**config.mk**
```make
export PLATFORM = sky130hd
export DESIGN_NAME = id_stage
export DESIGN_NICKNAME = d
export VERILOG_FILES = /design/src/rtl/id_pkg.sv /design/src/rtl/inst_decoder.sv /design/src/rtl/operand_select.sv /design/src/rtl/id_ex_reg.sv /design/src/rtl/id_stage.sv
export VERILOG_INCLUDE_DIRS = /design/src /design/src/rtl
export SDC_FILE = /design/constraint.sdc
export NUM_CORES = 1
export LEC_CHECK = 0
export BUFFER_PORTS_ARGS = -buffer_cell sky130_fd_sc_hd__buf_4
export CAP_MARGIN = 25
export CORE_MARGIN = 2
export CORE_UTILIZATION = 30
export CTS_CLUSTER_SIZE = 24
export DETAILED_ROUTE_END_ITERATION = 8
export GPL_TIMING_DRIVEN = 1
export PLACE_DENSITY = 0.62
export SKIP_LAST_GASP = 1
export SYNTH_ARGS = -nofsm -noshare
export SYNTH_HDL_FRONTEND = slang
export SYNTH_SLANG_ARGS = --single-unit
```
**constraint.sdc**
```tcl
create_clock -name clk -period 4.3 [get_ports clk]
set_input_delay 0.43 -clock clk [delete_from_list [all_inputs] [get_ports clk]]
set_output_delay 0.43 -clock clk [all_outputs]
set_load 0.05 [all_outputs]
```
**src/rtl/id_defs.svh**
```systemverilog
`ifndef ID_DEFS_SVH
`define ID_DEFS_SVH

// datapath widths
`define WORD_W          32
`define HALF_W          16
`define REG_ADDR_W      5
`define ALUOP_W         8
`define ALUSEL_W        3

// instruction fields
`define OP_RANGE        31:26
`define RS_RANGE        25:21
`define RT_RANGE        20:16
`define RD_RANGE        15:11
`define SA_RANGE        10:6
`define FUNCT_RANGE     5:0
`define IMM_RANGE       15:0
`define SHIFT_PFX_RANGE 31:21   // all zero for sll/srl/sra

// primary opcodes
`define OP_SPECIAL      6'b000000
`define OP_ORI          6'b001101
`define OP_ANDI         6'b001100
`define OP_XORI         6'b001110
`define OP_LUI          6'b001111
`define OP_SLTI         6'b001010
`define OP_SLTIU        6'b001011
`define OP_ADDI         6'b001000
`define OP_ADDIU        6'b001001

// funct codes under the special opcode
`define FUNCT_AND       6'b100100
`define FUNCT_OR        6'b100101
`define FUNCT_XOR       6'b100110
`define FUNCT_NOR       6'b100111
`define FUNCT_SLL       6'b000000
`define FUNCT_SRL       6'b000010
`define FUNCT_SRA       6'b000011
`define FUNCT_SLLV      6'b000100
`define FUNCT_SRLV      6'b000110
`define FUNCT_SRAV      6'b000111
`define FUNCT_SLT       6'b101010
`define FUNCT_SLTU      6'b101011
`define FUNCT_ADD       6'b100000
`define FUNCT_ADDU      6'b100001
`define FUNCT_SUB       6'b100010
`define FUNCT_SUBU      6'b100011

// register 0, also the destination of a bubble
`define NOP_REG_ADDR    5'b00000

`endif

```
**src/rtl/id_pkg.sv**
```systemverilog
`default_nettype none
`include "id_defs.svh"

package id_pkg;

    typedef logic [`WORD_W-1:0]     word_t;
    typedef logic [`REG_ADDR_W-1:0] reg_addr_t;

    // encodings as seen by the execute stage
    typedef enum logic [`ALUOP_W-1:0] {
        aluop_nop   = 8'b00000000,
        aluop_or    = 8'b00100101,
        aluop_and   = 8'b00100100,
        aluop_xor   = 8'b00100110,
        aluop_nor   = 8'b00100111,
        aluop_sll   = 8'b01111100,
        aluop_srl   = 8'b00000010,
        aluop_sra   = 8'b00000011,
        aluop_add   = 8'b00100000,
        aluop_addu  = 8'b00100001,
        aluop_addi  = 8'b01010101,
        aluop_addiu = 8'b01010110,
        aluop_sub   = 8'b00100010,
        aluop_subu  = 8'b00100011,
        aluop_slt   = 8'b00101010,
        aluop_sltu  = 8'b00101011
    } aluop_t;

    typedef enum logic [`ALUSEL_W-1:0] {
        sel_nop   = 3'b000,
        sel_logic = 3'b001,
        sel_shift = 3'b010,
        sel_arith = 3'b100
    } alusel_t;

    // register write seen in ex or mem
    typedef struct packed {
        logic      wreg;
        reg_addr_t wd;
        word_t     wdata;
    } fwd_t;

    typedef struct packed {
        aluop_t    aluop;
        alusel_t   alusel;
        reg_addr_t wd;
        logic      wreg;
        logic      reg1_read;
        logic      reg2_read;
        reg_addr_t reg1_addr;
        reg_addr_t reg2_addr;
        word_t     imm;
        logic      inst_valid;
    } decode_ctrl_t;

    typedef struct packed {
        aluop_t    aluop;
        alusel_t   alusel;
        word_t     reg1;
        word_t     reg2;
        reg_addr_t wd;
        logic      wreg;
    } ex_bundle_t;

    localparam ex_bundle_t ex_bubble = '0;   // nop, no write, wd = r0

endpackage

`default_nettype wire

```
**src/rtl/inst_decoder.sv**
```systemverilog
`default_nettype none
`timescale 1ns/1ps
`include "id_defs.svh"

module inst_decoder
    import id_pkg::*;
(
    input  wire          clk,
    input  wire          reset_i,
    input  wire word_t   inst_i,
    output decode_ctrl_t ctrl_o
);

    word_t      inst_q;
    logic       live_q;     // low in the cycle after reset
    logic [5:0] op;
    logic [4:0] sa;
    logic [5:0] funct;
    logic       shift_imm;
    word_t      imm_zext;
    word_t      imm_sext;
    word_t      imm_upper;

    // result class follows from the operation
    function automatic alusel_t sel_of(aluop_t code);
        case (code)
            aluop_nop:                               return sel_nop;
            aluop_or, aluop_and, aluop_xor, aluop_nor: return sel_logic;
            aluop_sll, aluop_srl, aluop_sra:         return sel_shift;
            default:                                 return sel_arith;
        endcase
    endfunction

    always_ff @(posedge clk) begin
        if (reset_i) begin
            inst_q <= '0;
            live_q <= 1'b0;
        end else begin
            inst_q <= inst_i;
            live_q <= 1'b1;
        end
    end

    assign op    = inst_q[`OP_RANGE];
    assign sa    = inst_q[`SA_RANGE];
    assign funct = inst_q[`FUNCT_RANGE];

    assign imm_zext  = {{`HALF_W{1'b0}}, inst_q[`IMM_RANGE]};
    assign imm_sext  = {{`HALF_W{inst_q[15]}}, inst_q[`IMM_RANGE]};
    assign imm_upper = {inst_q[`IMM_RANGE], {`HALF_W{1'b0}}};

    // sll/srl/sra with rs = 0, wins over the special decode
    assign shift_imm = (inst_q[`SHIFT_PFX_RANGE] == 11'd0) &&
                       (funct == `FUNCT_SLL || funct == `FUNCT_SRL || funct == `FUNCT_SRA);

    always_comb begin
        ctrl_o = '0;
        ctrl_o.wd        = inst_q[`RD_RANGE];
        ctrl_o.reg1_addr = inst_q[`RS_RANGE];
        ctrl_o.reg2_addr = inst_q[`RT_RANGE];
        if (live_q) begin
            case (op)
                `OP_SPECIAL: begin
                    if (sa == 5'd0) begin
                        case (funct)
                            `FUNCT_OR:   ctrl_o.aluop = aluop_or;
                            `FUNCT_AND:  ctrl_o.aluop = aluop_and;
                            `FUNCT_XOR:  ctrl_o.aluop = aluop_xor;
                            `FUNCT_NOR:  ctrl_o.aluop = aluop_nor;
                            `FUNCT_SLLV: ctrl_o.aluop = aluop_sll;
                            `FUNCT_SRLV: ctrl_o.aluop = aluop_srl;
                            `FUNCT_SRAV: ctrl_o.aluop = aluop_sra;
                            `FUNCT_SLT:  ctrl_o.aluop = aluop_slt;
                            `FUNCT_SLTU: ctrl_o.aluop = aluop_sltu;
                            `FUNCT_ADD:  ctrl_o.aluop = aluop_add;
                            `FUNCT_ADDU: ctrl_o.aluop = aluop_addu;
                            `FUNCT_SUB:  ctrl_o.aluop = aluop_sub;
                            `FUNCT_SUBU: ctrl_o.aluop = aluop_subu;
                            default:     ctrl_o.aluop = aluop_nop;
                        endcase
                        // reg-reg forms read rs and rt
                        ctrl_o.reg1_read = (ctrl_o.aluop != aluop_nop);
                        ctrl_o.reg2_read = (ctrl_o.aluop != aluop_nop);
                    end
                end
                `OP_ORI:   ctrl_o.aluop = aluop_or;
                `OP_ANDI:  ctrl_o.aluop = aluop_and;
                `OP_XORI:  ctrl_o.aluop = aluop_xor;
                `OP_LUI:   ctrl_o.aluop = aluop_or;
                `OP_SLTI:  ctrl_o.aluop = aluop_slt;
                `OP_SLTIU: ctrl_o.aluop = aluop_sltu;
                `OP_ADDI:  ctrl_o.aluop = aluop_addi;
                `OP_ADDIU: ctrl_o.aluop = aluop_addiu;
                default:   ctrl_o.aluop = aluop_nop;
            endcase

            if (op != `OP_SPECIAL && ctrl_o.aluop != aluop_nop) begin
                ctrl_o.wd        = inst_q[`RT_RANGE];
                ctrl_o.reg1_read = 1'b1;    // lui reads rs as well
                if (op == `OP_LUI) begin
                    ctrl_o.imm = imm_upper;
                end else if (sel_of(ctrl_o.aluop) == sel_logic) begin
                    ctrl_o.imm = imm_zext;
                end else begin
                    ctrl_o.imm = imm_sext;
                end
            end

            if (shift_imm) begin
                case (funct)
                    `FUNCT_SRL: ctrl_o.aluop = aluop_srl;
                    `FUNCT_SRA: ctrl_o.aluop = aluop_sra;
                    default:    ctrl_o.aluop = aluop_sll;
                endcase
                ctrl_o.reg1_read = 1'b0;    // operand 1 is the shift amount
                ctrl_o.reg2_read = 1'b1;
                ctrl_o.imm[4:0]  = sa;
            end

            ctrl_o.alusel     = sel_of(ctrl_o.aluop);
            ctrl_o.wreg       = (ctrl_o.aluop != aluop_nop);
            ctrl_o.inst_valid = ctrl_o.wreg;
        end
    end

    // every kept instruction writes from at least one register source
    a_wreg_reads: assert property (@(posedge clk) disable iff (reset_i)
        ctrl_o.wreg |-> (ctrl_o.reg1_read || ctrl_o.reg2_read));

endmodule

`default_nettype wire

```
**src/rtl/operand_select.sv**
```systemverilog
`default_nettype none
`timescale 1ns/1ps
`include "id_defs.svh"

module operand_select
    import id_pkg::*;
(
    input  wire            read_i,
    input  wire reg_addr_t addr_i,
    input  wire word_t     imm_i,
    input  wire word_t     reg_data_i,
    input  wire fwd_t      ex_fwd_i,
    input  wire fwd_t      mem_fwd_i,
    output word_t          operand_o
);

    logic ex_hit;
    logic mem_hit;

    // r0 is not special here, a write to it forwards too
    assign ex_hit  = ex_fwd_i.wreg && (ex_fwd_i.wd == addr_i);
    assign mem_hit = mem_fwd_i.wreg && (mem_fwd_i.wd == addr_i);

    always_comb begin
        if (!read_i) begin
            operand_o = imm_i;
        end else if (ex_hit) begin
            operand_o = ex_fwd_i.wdata;     // youngest write first
        end else if (mem_hit) begin
            operand_o = mem_fwd_i.wdata;
        end else begin
            operand_o = reg_data_i;
        end
    end

endmodule

`default_nettype wire

```
**src/rtl/id_ex_reg.sv**
```systemverilog
`default_nettype none
`timescale 1ns/1ps
`include "id_defs.svh"

module id_ex_reg
    import id_pkg::*;
(
    input  wire               clk,
    input  wire               reset_i,
    input  wire decode_ctrl_t ctrl_i,
    input  wire word_t        reg1_i,
    input  wire word_t        reg2_i,
    output ex_bundle_t        ex_o
);

    ex_bundle_t ex_d;

    always_comb begin
        ex_d.aluop  = ctrl_i.aluop;
        ex_d.alusel = ctrl_i.alusel;
        ex_d.reg1   = reg1_i;
        ex_d.reg2   = reg2_i;
        ex_d.wd     = ctrl_i.wd;
        ex_d.wreg   = ctrl_i.wreg;
        if (!ctrl_i.inst_valid) begin
            ex_d = ex_bubble;   // unknown opcode goes down as a nop
        end
    end

    always_ff @(posedge clk) begin
        if (reset_i) begin
            ex_o <= ex_bubble;
        end else begin
            ex_o <= ex_d;
        end
    end

    // a nop class never reaches writeback with a write
    a_nop_no_write: assert property (@(posedge clk) disable iff (reset_i)
        (ex_o.alusel == sel_nop) |-> !ex_o.wreg);

    a_reset_bubble: assert property (@(posedge clk)
        reset_i |=> (ex_o == ex_bubble));

endmodule

`default_nettype wire

```
**src/rtl/id_stage.sv**
```systemverilog
`default_nettype none
`timescale 1ns/1ps
`include "id_defs.svh"

module id_stage
    import id_pkg::*;
(
    input  wire        clk,
    input  wire        reset_i,
    input  wire word_t inst_i,

    // register file read port, data returns in the same cycle
    output reg_addr_t  reg1_addr_o,
    output reg_addr_t  reg2_addr_o,
    output logic       reg1_read_o,
    output logic       reg2_read_o,
    input  wire word_t reg1_data_i,
    input  wire word_t reg2_data_i,

    input  wire fwd_t  ex_fwd_i,
    input  wire fwd_t  mem_fwd_i,

    output ex_bundle_t ex_o
);

    decode_ctrl_t ctrl;
    word_t        reg1;
    word_t        reg2;

    inst_decoder u_decoder (
        .clk     (clk),
        .reset_i (reset_i),
        .inst_i  (inst_i),
        .ctrl_o  (ctrl)
    );

    assign reg1_addr_o = ctrl.reg1_addr;
    assign reg2_addr_o = ctrl.reg2_addr;
    assign reg1_read_o = ctrl.reg1_read;
    assign reg2_read_o = ctrl.reg2_read;

    operand_select u_op1 (
        .read_i     (ctrl.reg1_read),
        .addr_i     (ctrl.reg1_addr),
        .imm_i      (ctrl.imm),
        .reg_data_i (reg1_data_i),
        .ex_fwd_i   (ex_fwd_i),
        .mem_fwd_i  (mem_fwd_i),
        .operand_o  (reg1)
    );

    operand_select u_op2 (
        .read_i     (ctrl.reg2_read),
        .addr_i     (ctrl.reg2_addr),
        .imm_i      (ctrl.imm),
        .reg_data_i (reg2_data_i),
        .ex_fwd_i   (ex_fwd_i),
        .mem_fwd_i  (mem_fwd_i),
        .operand_o  (reg2)
    );

    id_ex_reg u_ex_reg (
        .clk     (clk),
        .reset_i (reset_i),
        .ctrl_i  (ctrl),
        .reg1_i  (reg1),
        .reg2_i  (reg2),
        .ex_o    (ex_o)
    );

endmodule

`default_nettype wire

```
Word-level counts from Yosys, hierarchy flattened
Memories as Yosys holds them, arrays and structs flattened. A register that Yosys moved wholly into a read port is not among the register bits.
Index checks and enable logic that the tools add are counted.
{"block": "classes", "n_mux": 33, "div": 0, "add_sub_neg": 0, "order_cmp": 0, "n_reduce_logical": 25, "n_bitwise": 2, "n_eq_ne": 29, "mul": 0, "shifts": 0}
{"op": "32-bit 2-to-1 mux", "count": 9}
{"op": "8-bit by 6-bit equality test with 1-bit output, second input constant", "count": 8}
{"op": "8-bit 2-to-1 mux", "count": 8}
{"op": "8-bit case mux with 8 select lines", "count": 1}
{"op": "6-bit by 4-bit equality test with 1-bit output, second input constant", "count": 8}
{"op": "33-bit 2-to-1 mux", "count": 1}
{"op": "8-bit by 2-bit equality test with 1-bit output, second input constant", "count": 4}
{"op": "8-bit nonzero test", "count": 3}
{"op": "5-bit equality test", "count": 4}
{"op": "3-bit case mux with 3 select lines", "count": 2}
{"op": "8-bit by 7-bit equality test with 1-bit output, second input constant", "count": 2}
{"op": "8-bit zero test", "count": 2}
{"op": "7-bit case mux with 2 select lines", "count": 1}
{"op": "6-bit by 2-bit equality test with 1-bit output, second input constant", "count": 2}
{"op": "6-bit zero test", "count": 2}
{"op": "11-bit zero test", "count": 1}
{"op": "5-bit 2-to-1 mux", "count": 2}
{"op": "3-bit 2-to-1 mux", "count": 3}
{"op": "3-bit OR reduction", "count": 3}
{"op": "4-bit OR reduction", "count": 2}
{"op": "1-bit logical AND", "count": 6}
{"op": "2-bit 2-to-1 mux", "count": 3}
{"op": "6-bit 2-to-1 mux", "count": 1}
{"op": "6-bit nonzero test", "count": 1}
{"op": "6 further kinds", "count": 10}
{"block": "totals", "rom_bits": 448, "elab_cells": 98, "input_bits": 174, "ramBits": 0, "latchBits": 0, "n_memories": 1, "reg_bits": 114, "out_inout_bits": 93}
{"name": "(name not given)", "words": 64, "width": 7, "rd": 1, "rd_clocked_by_memory_dff": 1, "wr": 0, "line": "inst_decoder.sv:65", "rtl": "case (funct)"}

Depth between registers and ports, before layout
Gate-level depths: netlist of the first run.
{"block": "logic_depth", "depth_word": 21, "ltp_mapped": 9, "mapped_depth_nobuf": 5}

By module
From an unflattened synthesis of the first run, not the netlist that was laid out.
{"block": "unflattened", "cells_unflattened": 757, "hier_area_um2": 7183.1}
{"module": "operand_select", "n_inst": 2, "area_each_um2": 1298.7, "cells_each": 161, "seq_area_each_um2": 0.0}
{"module": "id_ex_reg", "n_inst": 1, "area_each_um2": 2486.1, "cells_each": 179, "seq_area_each_um2": 1621.6}
{"module": "inst_decoder", "n_inst": 1, "area_each_um2": 2099.5, "cells_each": 256, "seq_area_each_um2": 780.7}

Worst setup path after synthesis of the first run
OpenSTA, ideal clock, no wires.
{"block": "synth_timing", "path_kind": "register to output", "start": "register u_decoder.inst_q[28]", "end": "output port reg1_read_o", "stages_incl_launch_ff": 7, "arrival_time_ns": 1.630, "path_buffers": 2, "required_time_ns": 3.870, "slack_ns": 2.240, "path_cell_list": "dfxtp_1 -> buf_6 -> nor4_2 -> nand2_2 -> or2_0 -> clkbuf_2 -> and3_1"}
{"block": "synth_between", "elab_chain_len": 9, "word_cells_on_any_way": 21, "cone_classes": "eq/ne: 8; mux: 6; reduce/logical: 7"}
{"element": "from (decl)", "line": "inst_decoder.sv:14", "rtl": "word_t inst_q;"}
{"element": "from (signal assigned)", "line": "inst_decoder.sv:39", "rtl": "inst_q <= inst_i;"}
{"element": "6-bit by 4-bit equality test with 1-bit output", "line": "inst_decoder.sv:62", "rtl": "case (op)"}
{"element": "2-bit OR reduction (no line)"}
{"element": "8-bit case mux with 8 select lines", "line": "inst_decoder.sv:62"}
{"element": "8-bit 2-to-1 mux", "line": "inst_decoder.sv:61", "rtl": "if (live_q) begin"}
{"element": "8-bit nonzero test", "line": "inst_decoder.sv:97", "rtl": "if (op != `OP_SPECIAL && ctrl_o.aluop != aluop_nop) begin"}
{"element": "1-bit logical AND", "line": "inst_decoder.sv:97"}
{"element": "1-bit 2-to-1 mux", "line": "inst_decoder.sv:97"}
{"element": "2-bit 2-to-1 mux (*)", "line": "inst_decoder.sv:109", "rtl": "if (shift_imm) begin"}
{"element": "8-bit 2-to-1 mux (*)", "line": "inst_decoder.sv:61"}
{"element": "to (decl)", "line": "id_stage.sv:15", "rtl": "output logic reg1_read_o,"}
Every way passes the cells marked *; elsewhere a longest branch is shown, timed or not. The select of a mux whose other input is x is not followed.

Final worst setup path of the first run
{"block": "layout_timing", "start": "register u_decoder.inst_q[25]", "end": "output port reg2_read_o"}
{"block": "layout_between", "elab_chain_len": 4}
{"element": "11-bit zero test", "line": "inst_decoder.sv:53", "rtl": "assign shift_imm = (inst_q[`SHIFT_PFX_RANGE] == 11'd0) &&"}
{"element": "1-bit logical AND", "line": "inst_decoder.sv:53"}
{"element": "2-bit 2-to-1 mux", "line": "inst_decoder.sv:109"}
{"element": "8-bit 2-to-1 mux", "line": "inst_decoder.sv:61"}
{"element": "to (decl)", "line": "id_stage.sv:16", "rtl": "output logic reg2_read_o,"}
Every way passes these cells.

==> metrics.md, run 1 <==
| Metric | Value |
|---|---|
| Crit path time final | 3.10 ns |
| Fin Clk Skew | between 0.01 and 0.015 ns |
| DRC | 0 |
| Wire per inst | 19.2 um |
| Worst VDD drop | roughly 0.00026 V |
| Longest Clk Path Bufs | 2 |
| GRT Resource Usage Total | 0.208 |
| Worst-margin pin slew | around 1.0 ns |
| Main synth FF type | dfxtp_1 |
| GPL Wtd Cong | 0.844 |
| Remaining antenna violation count | 0 |
| Seq/Total Area, Yosys | 0.390 |
| Fin. max-slew vios | 0 |
| Worst-path clk slew | 0.06 ns |
| Ys Warns | 0 |
| Register area | 2360 um2 |
| Mapped cell area | ~6100 um2 |
| Post-synth ARST share | 0 |
| Commonest non-fill, non-tap cell in the layout | buf_4 |
| Worst skew pair latency | about 0.42 ns |
| Setup Fix Bufs, Post-CTS | 0 |
| Layout cells sized above 1 | 0.372 |
| Area of the multi-input gates | approximately 3300 um2 |
| Post-synthesis cell count | ~670 |
| FMAX | 323 MHz |
| Relative slew slack | 0.315 |
| EDFF count, synth | 0 |
| Port Buffers | around 270 |
| Worst setup SP type | flop |
| Gr ovfl total | 0 |
| Row cnt | 52 |
| Setup CP Type | reg -> out |
| Initial Util | 0.303 |
| Setup TNS | 0 ns |
| Die height | ~150 um |
| Worst setup EP type | primary output |
| Synth unique cells | slightly below 60 |
| Vias/cell | just over 5 |
| Total Wirelength | roughly 23000 um |
| Core ar. | 20000 um2 |
| Largest net degree at the start of global routing | 65 |
| Fillers | between 1500 and 2000 |
| Initial antenna violation count | 0 |
| CTS Buf Count | 17 |
| DR iter-0 viols | 461 |
| P&R area growth vs syn | 44.1% |
| H-Tree Level Count | 4 |
| Die ar. | 21400 um2 |
| Vias | approximately 6000 |
| Final period util | 0.720 |
| Crit path DAT | 2.67 ns |
| Post_cts resized | 0 |
| Avg Synthesized Cell Area | ~9.1 um2 |
| Worst hold start | inst_i[19] |
| Worst path required time | slightly below 4 ns |
| Die width | roughly 150 um |
| Number of failing hold endpoints at the final stage | 0 |
| Root Buffer | clkbuf_16 |
| Status | finished clean |
| Nets | ~1100 |
| Placed wire-length estimate | around 17000 um |
| Reg2reg start | u_decoder.inst_q[25] |
| CP Launch Point | u_decoder.inst_q[25] |
| Post-route total power | around 3.2 mW |
| Final Setup Violations | 0 |
| Unrepaired setup endpoints after global routing | no |
| Leak Pwr | around 3.6 nW |
| Clk sink count | ~120 |
| Vias in the first global route | about 6000 |
| Most frequent cells in the layout | 277 x buf_4, 118 x dfxtp_1, 63 x a21oi_1 |
| Pwr Density | around 360 nW/um2 |
| First-pass GRT wire length | roughly 34000 um |
| Max-capacitance violation count | 0 |
| Crit Path Max Fanout | 17 |
| N_diodes | 0 |
| I/O pin cnt | roughly 270 |
| TritonCTS clock tree | yes |
| CTS Hold Bufs | 0 |
| Post-synth net total | between 800 and 900 |
| Hold Crit Class | in -> reg |
| DR pass1 iterations | 5 |
| Seq cells post-synth | approximately 120 |
[stage by stage]
stage | hold WS, ns | utilization | std cells | setup WS (ns) | area [um2]
after global placement | 0.508 | 0.403 | 1144 | 1.48 | 8070
after detailed placement | 0.519 | 0.403 | 1144 | 1.53 | 8070
final | 0.213 | 0.436 | 1176 | 1.20 | 8740
after CTS | 0.202 | 0.436 | 1176 | 1.14 | 8740
after global routing | 0.197 | 0.436 | 1176 | 0.973 | 8740
after floorplan | 0.447 | - | 669 | 2.24 | 6060
[report_power, final]
part           total (mW)  switching, mW  internal (mW)
combinational       0.401          0.213          0.188
sequential           1.15         0.0330           1.12
clock                1.60          0.528           1.07
[layout make-up]
type | count | area share
clock buffers | 21 | 0.0538
clock inverters | 11 | 0.0225
inverters | 6 | 0.00258
multi-input cells | 473 | 0.374
flip-flops and latches | 118 | 0.270
well taps | 270 | 0.0387
repair buffers | 277 | 0.238
[sequential cells by signal, summed over array words and instances, names as in the netlist, named ones only]
register,cells
u_decoder.inst_q,32
u_decoder.live_q,1
u_ex_reg.ex_o,79
[synthesized netlist by cell type (17+ instances only)]
cell      number  area, um2
dfxtp_1      118       2360
a21oi_1       63        315
nor2_1        45        169
a21boi_0      37        278
and3_1        37        231
clkbuf_1      36        135
nand3b_1      32        240
nor2b_1       32        200
nand2_1       30        113
a211oi_1      27        203
mux2i_1       27        270
o311ai_1      17        149
[logic make-up after synthesis]
family | synth area share
flops | 0.390
other cells | 0.000618
simple gates | 0.214
mux | 0.0464
compound gates | 0.246
xor+xnor | 0.0303
buf+inv | 0.0732
[metal layers]
layer / GRT usage / wire length [um] / share of wire / vias up
met5: 0 / 0 / 0 / -
met4: 0.0762 / 647 / 0.029 / 0
met3: 0.0609 / 1650 / 0.073 / 43
met2: 0.346 / 10600 / 0.47 / 276
met1: 0.256 / 9640 / 0.43 / 2745
li1: - / - / - / 2882
[final timing paths]
path                           to  slack [ns]  cells after the start
max                   reg2_read_o        1.20                      4
min          u_decoder.inst_q[19]        0.21                      2
max reg2reg      u_ex_reg.ex_o[3]        1.57                      6
min reg2reg      u_ex_reg.ex_o[2]        0.54                      2
[critical path: stages (launching register included)]
cell,delay (ns)
dfxtp_1,0.35
nor4_1,0.43
o2111ai_1,0.31
a211oi_4,0.80
buf_4,0.34
(Power assumes the default switching activity.)
==> inputs of run 2 (changes only) <==
Settings changed: PLACE_DENSITY 0.62 to 0.64.
Clock period 4.3 ns to 2.6 ns, I/O delays scaled along.
==> metrics.md, run 2 (synthesized netlist as in run 1, its figures left out) <==
| Metric | Value |
|---|---|
| Slowest cell on the critical path | dfxtp_1 |
| GR Util met3 | 0.0659 |
| Port Buffers | between 200 and 300 |
| GPL Wtd Cong | between 0.8 and 0.9 |
| Hold Crit Depth | 2 |
| Root Buffer | clkbuf_16 |
| FMAX | around 400 MHz |
| Gr ovfl total | 0 |
| Worst hold start | inst_i[18] |
| Layout cells sized above 1 | 0.382 |
| Biggest register | u_ex_reg.ex_o |
| Leak Pwr | roughly 3.7 nW |
| Worst path required time | 2.34 ns |
| Vias/cell | about 5.1 |
| Crit path cell chain | nor4_4 > o2111ai_2 > a211oi_4 > buf_6 > buf_4 |
| Setup Fix Bufs, Post-CTS | 0 |
| Commonest non-fill, non-tap cell in the layout | buf_4 |
| Max-capacitance violation count | 0 |
| Worst setup EP type | primary output |
| Top Registers | u_ex_reg.ex_o (79), u_decoder.inst_q (32), u_decoder.live_q (1) |
| Longest Clk Path Bufs | 2 |
| Row cnt | 52 |
| Wire per inst | a little under 20 um |
| Vias | approximately 6000 |
| Worst path buffer plus inverter count | 2 |
| Initial Util | 0.303 |
| Final period util | 0.951 |
| Crit path time final | about 2.5 ns |
| Crit path DAT | between 2 and 2.5 ns |
| Crit-path leading delay family | compound AO/OA/AOI/OAI gates |
| Total Wirelength | 23000 um |
| Cell depth of the worst setup path | 5 |
| GRT Resource Usage Total | 0.212 |
| Remaining antenna violation count | 0 |
| Initial antenna violation count | 0 |
| Worst VDD drop | 0.000435 V |
| Hold endpoint | u_decoder.inst_q[18] |
| RR Endpoint | u_ex_reg.ex_o[67] |
| Hold Crit Class | in -> reg |
| Crit Path Max Fanout | 19 |
| Worst-margin pin slew | 0.758 ns |
| Largest net degree at the start of global routing | 65 |
| Register area | approximately 2400 um2 |
| Fin. max-slew vios | 0 |
| TritonCTS clock tree | yes |
| DR pass1 iterations | 5 |
| Number of failing hold endpoints at the final stage | 0 |
| CTS Hold Bufs | 0 |
| Worst setup SP type | flop |
| Fin Clk Skew | between 0.01 and 0.015 ns |
| Number of flip-flops in the largest register | 79 |
| Area of the multi-input gates | between 3000 and 4000 um2 |
| DRC | 0 |
| Met2 Use GR | 0.360 |
| Pwr Density | 553 nW/um2 |
| R2R setup slack | approximately 0.3 ns |
| Die ar. | roughly 21000 um2 |
| Core ar. | between 20000 and 25000 um2 |
| Nets | roughly 1100 |
| Reg2Reg Depth | 6 |
| Clk sink count | roughly 120 |
| P&R area growth vs syn | 45.2% |
| Vias in the first global route | 6164 |
| GR Util met1 | 0.249 |
| N_diodes | 0 |
| Worst skew pair latency | 0.42 ns |
| I/O pin cnt | approximately 270 |
| Placed wire-length estimate | approximately 17000 um |
| Setup CP Type | reg -> out |
| Fillers | ~2100 |
| Die width | ~150 um |
| Worst-path clk slew | about 0.060 ns |
| Die height | roughly 150 um |
| DR iter-0 viols | around 370 |
| Most frequent cells in the layout | 282 x buf_4, 118 x dfxtp_1, 63 x a21oi_1 |
| Unrepaired setup endpoints after global routing | no |
| Status | finished clean |
| GR peak layer | met2 |
| Final Setup Violations | 0 |
| CP max stage delay | around 0.37 ns |
| Final core occ | 0.440 |
| Relative slew slack | 0.495 |
| H-Tree Level Count | 4 |
| Reg2reg start | u_decoder.inst_q[23] |
| Setup TNS | 0 ns |
| CTS Buf Count | 17 |
| First-pass GRT wire length | ~35000 um |
run 2: cell count changes in the layout (fill, tap and decap cells not counted), sizes merged:
cell    before  now
bufinv       5    2
clkinv       1    7
buf        277  287
clkbuf      21   18
run 2: repair_timing:
action	in CTS	in global routing
resized for setup	3	3
endpoints found under the setup margin	2	2
cloned	0	0
endpoints found under the hold margin	0	0
run 2: where the power goes:
part	internal [mW]	leakage (nW)	total (mW)	switching [mW]
Combinational	0.322	2.43	0.684	0.361
Sequential	1.85	0.961	1.90	0.0547
Clock	1.40	0.267	2.28	0.886
run 2: how the worst max path moves through the flow:
stage,startpoint,end
after CTS,u_decoder.inst_q[25],reg2_read_o
after global placement,ex_fwd_i[33],u_ex_reg.ex_o[23]
after floorplan,u_decoder.inst_q[28],reg1_read_o
after global routing,u_decoder.inst_q[25],reg2_read_o
after detailed placement,u_decoder.inst_q[16],u_ex_reg.ex_o[6]
final,u_decoder.inst_q[25],reg2_read_o
run 2: cell type report:
cell class              count  area share
clock buffers              18      0.0487
clock inverters            14      0.0155
inverters                   6     0.00256
multi-input cells         473       0.375
flip-flops and latches    118       0.268
well taps                 270      0.0384
repair buffers            287       0.252
run 2: layer usage:
layer  routed length [um]  vias to the layer above
met5                    0                        -
met4                  529                        0
met3                 1770                       29
met2                11200                      266
met1                 9460                     2886
li1                     -                     2898
run 2: stage by stage:
step / area [um2] / std cells / worst slack, ns / total power, mW / hold WS (ns)
finish: 8810 / 1186 / 0.129 / 4.87 / 0.0439
global route: 8810 / 1186 / 0.0175 / 5.04 / 0.0287
CTS: 8790 / 1186 / 0.0225 / 4.91 / 0.0244
detailed placement: 8200 / 1154 / 0.338 / 2.62 / 0.470
global placement: 8180 / 1153 / 0.211 / 2.61 / 0.471
floorplan: 6060 / 669 / 0.710 / 2.28 / 0.337
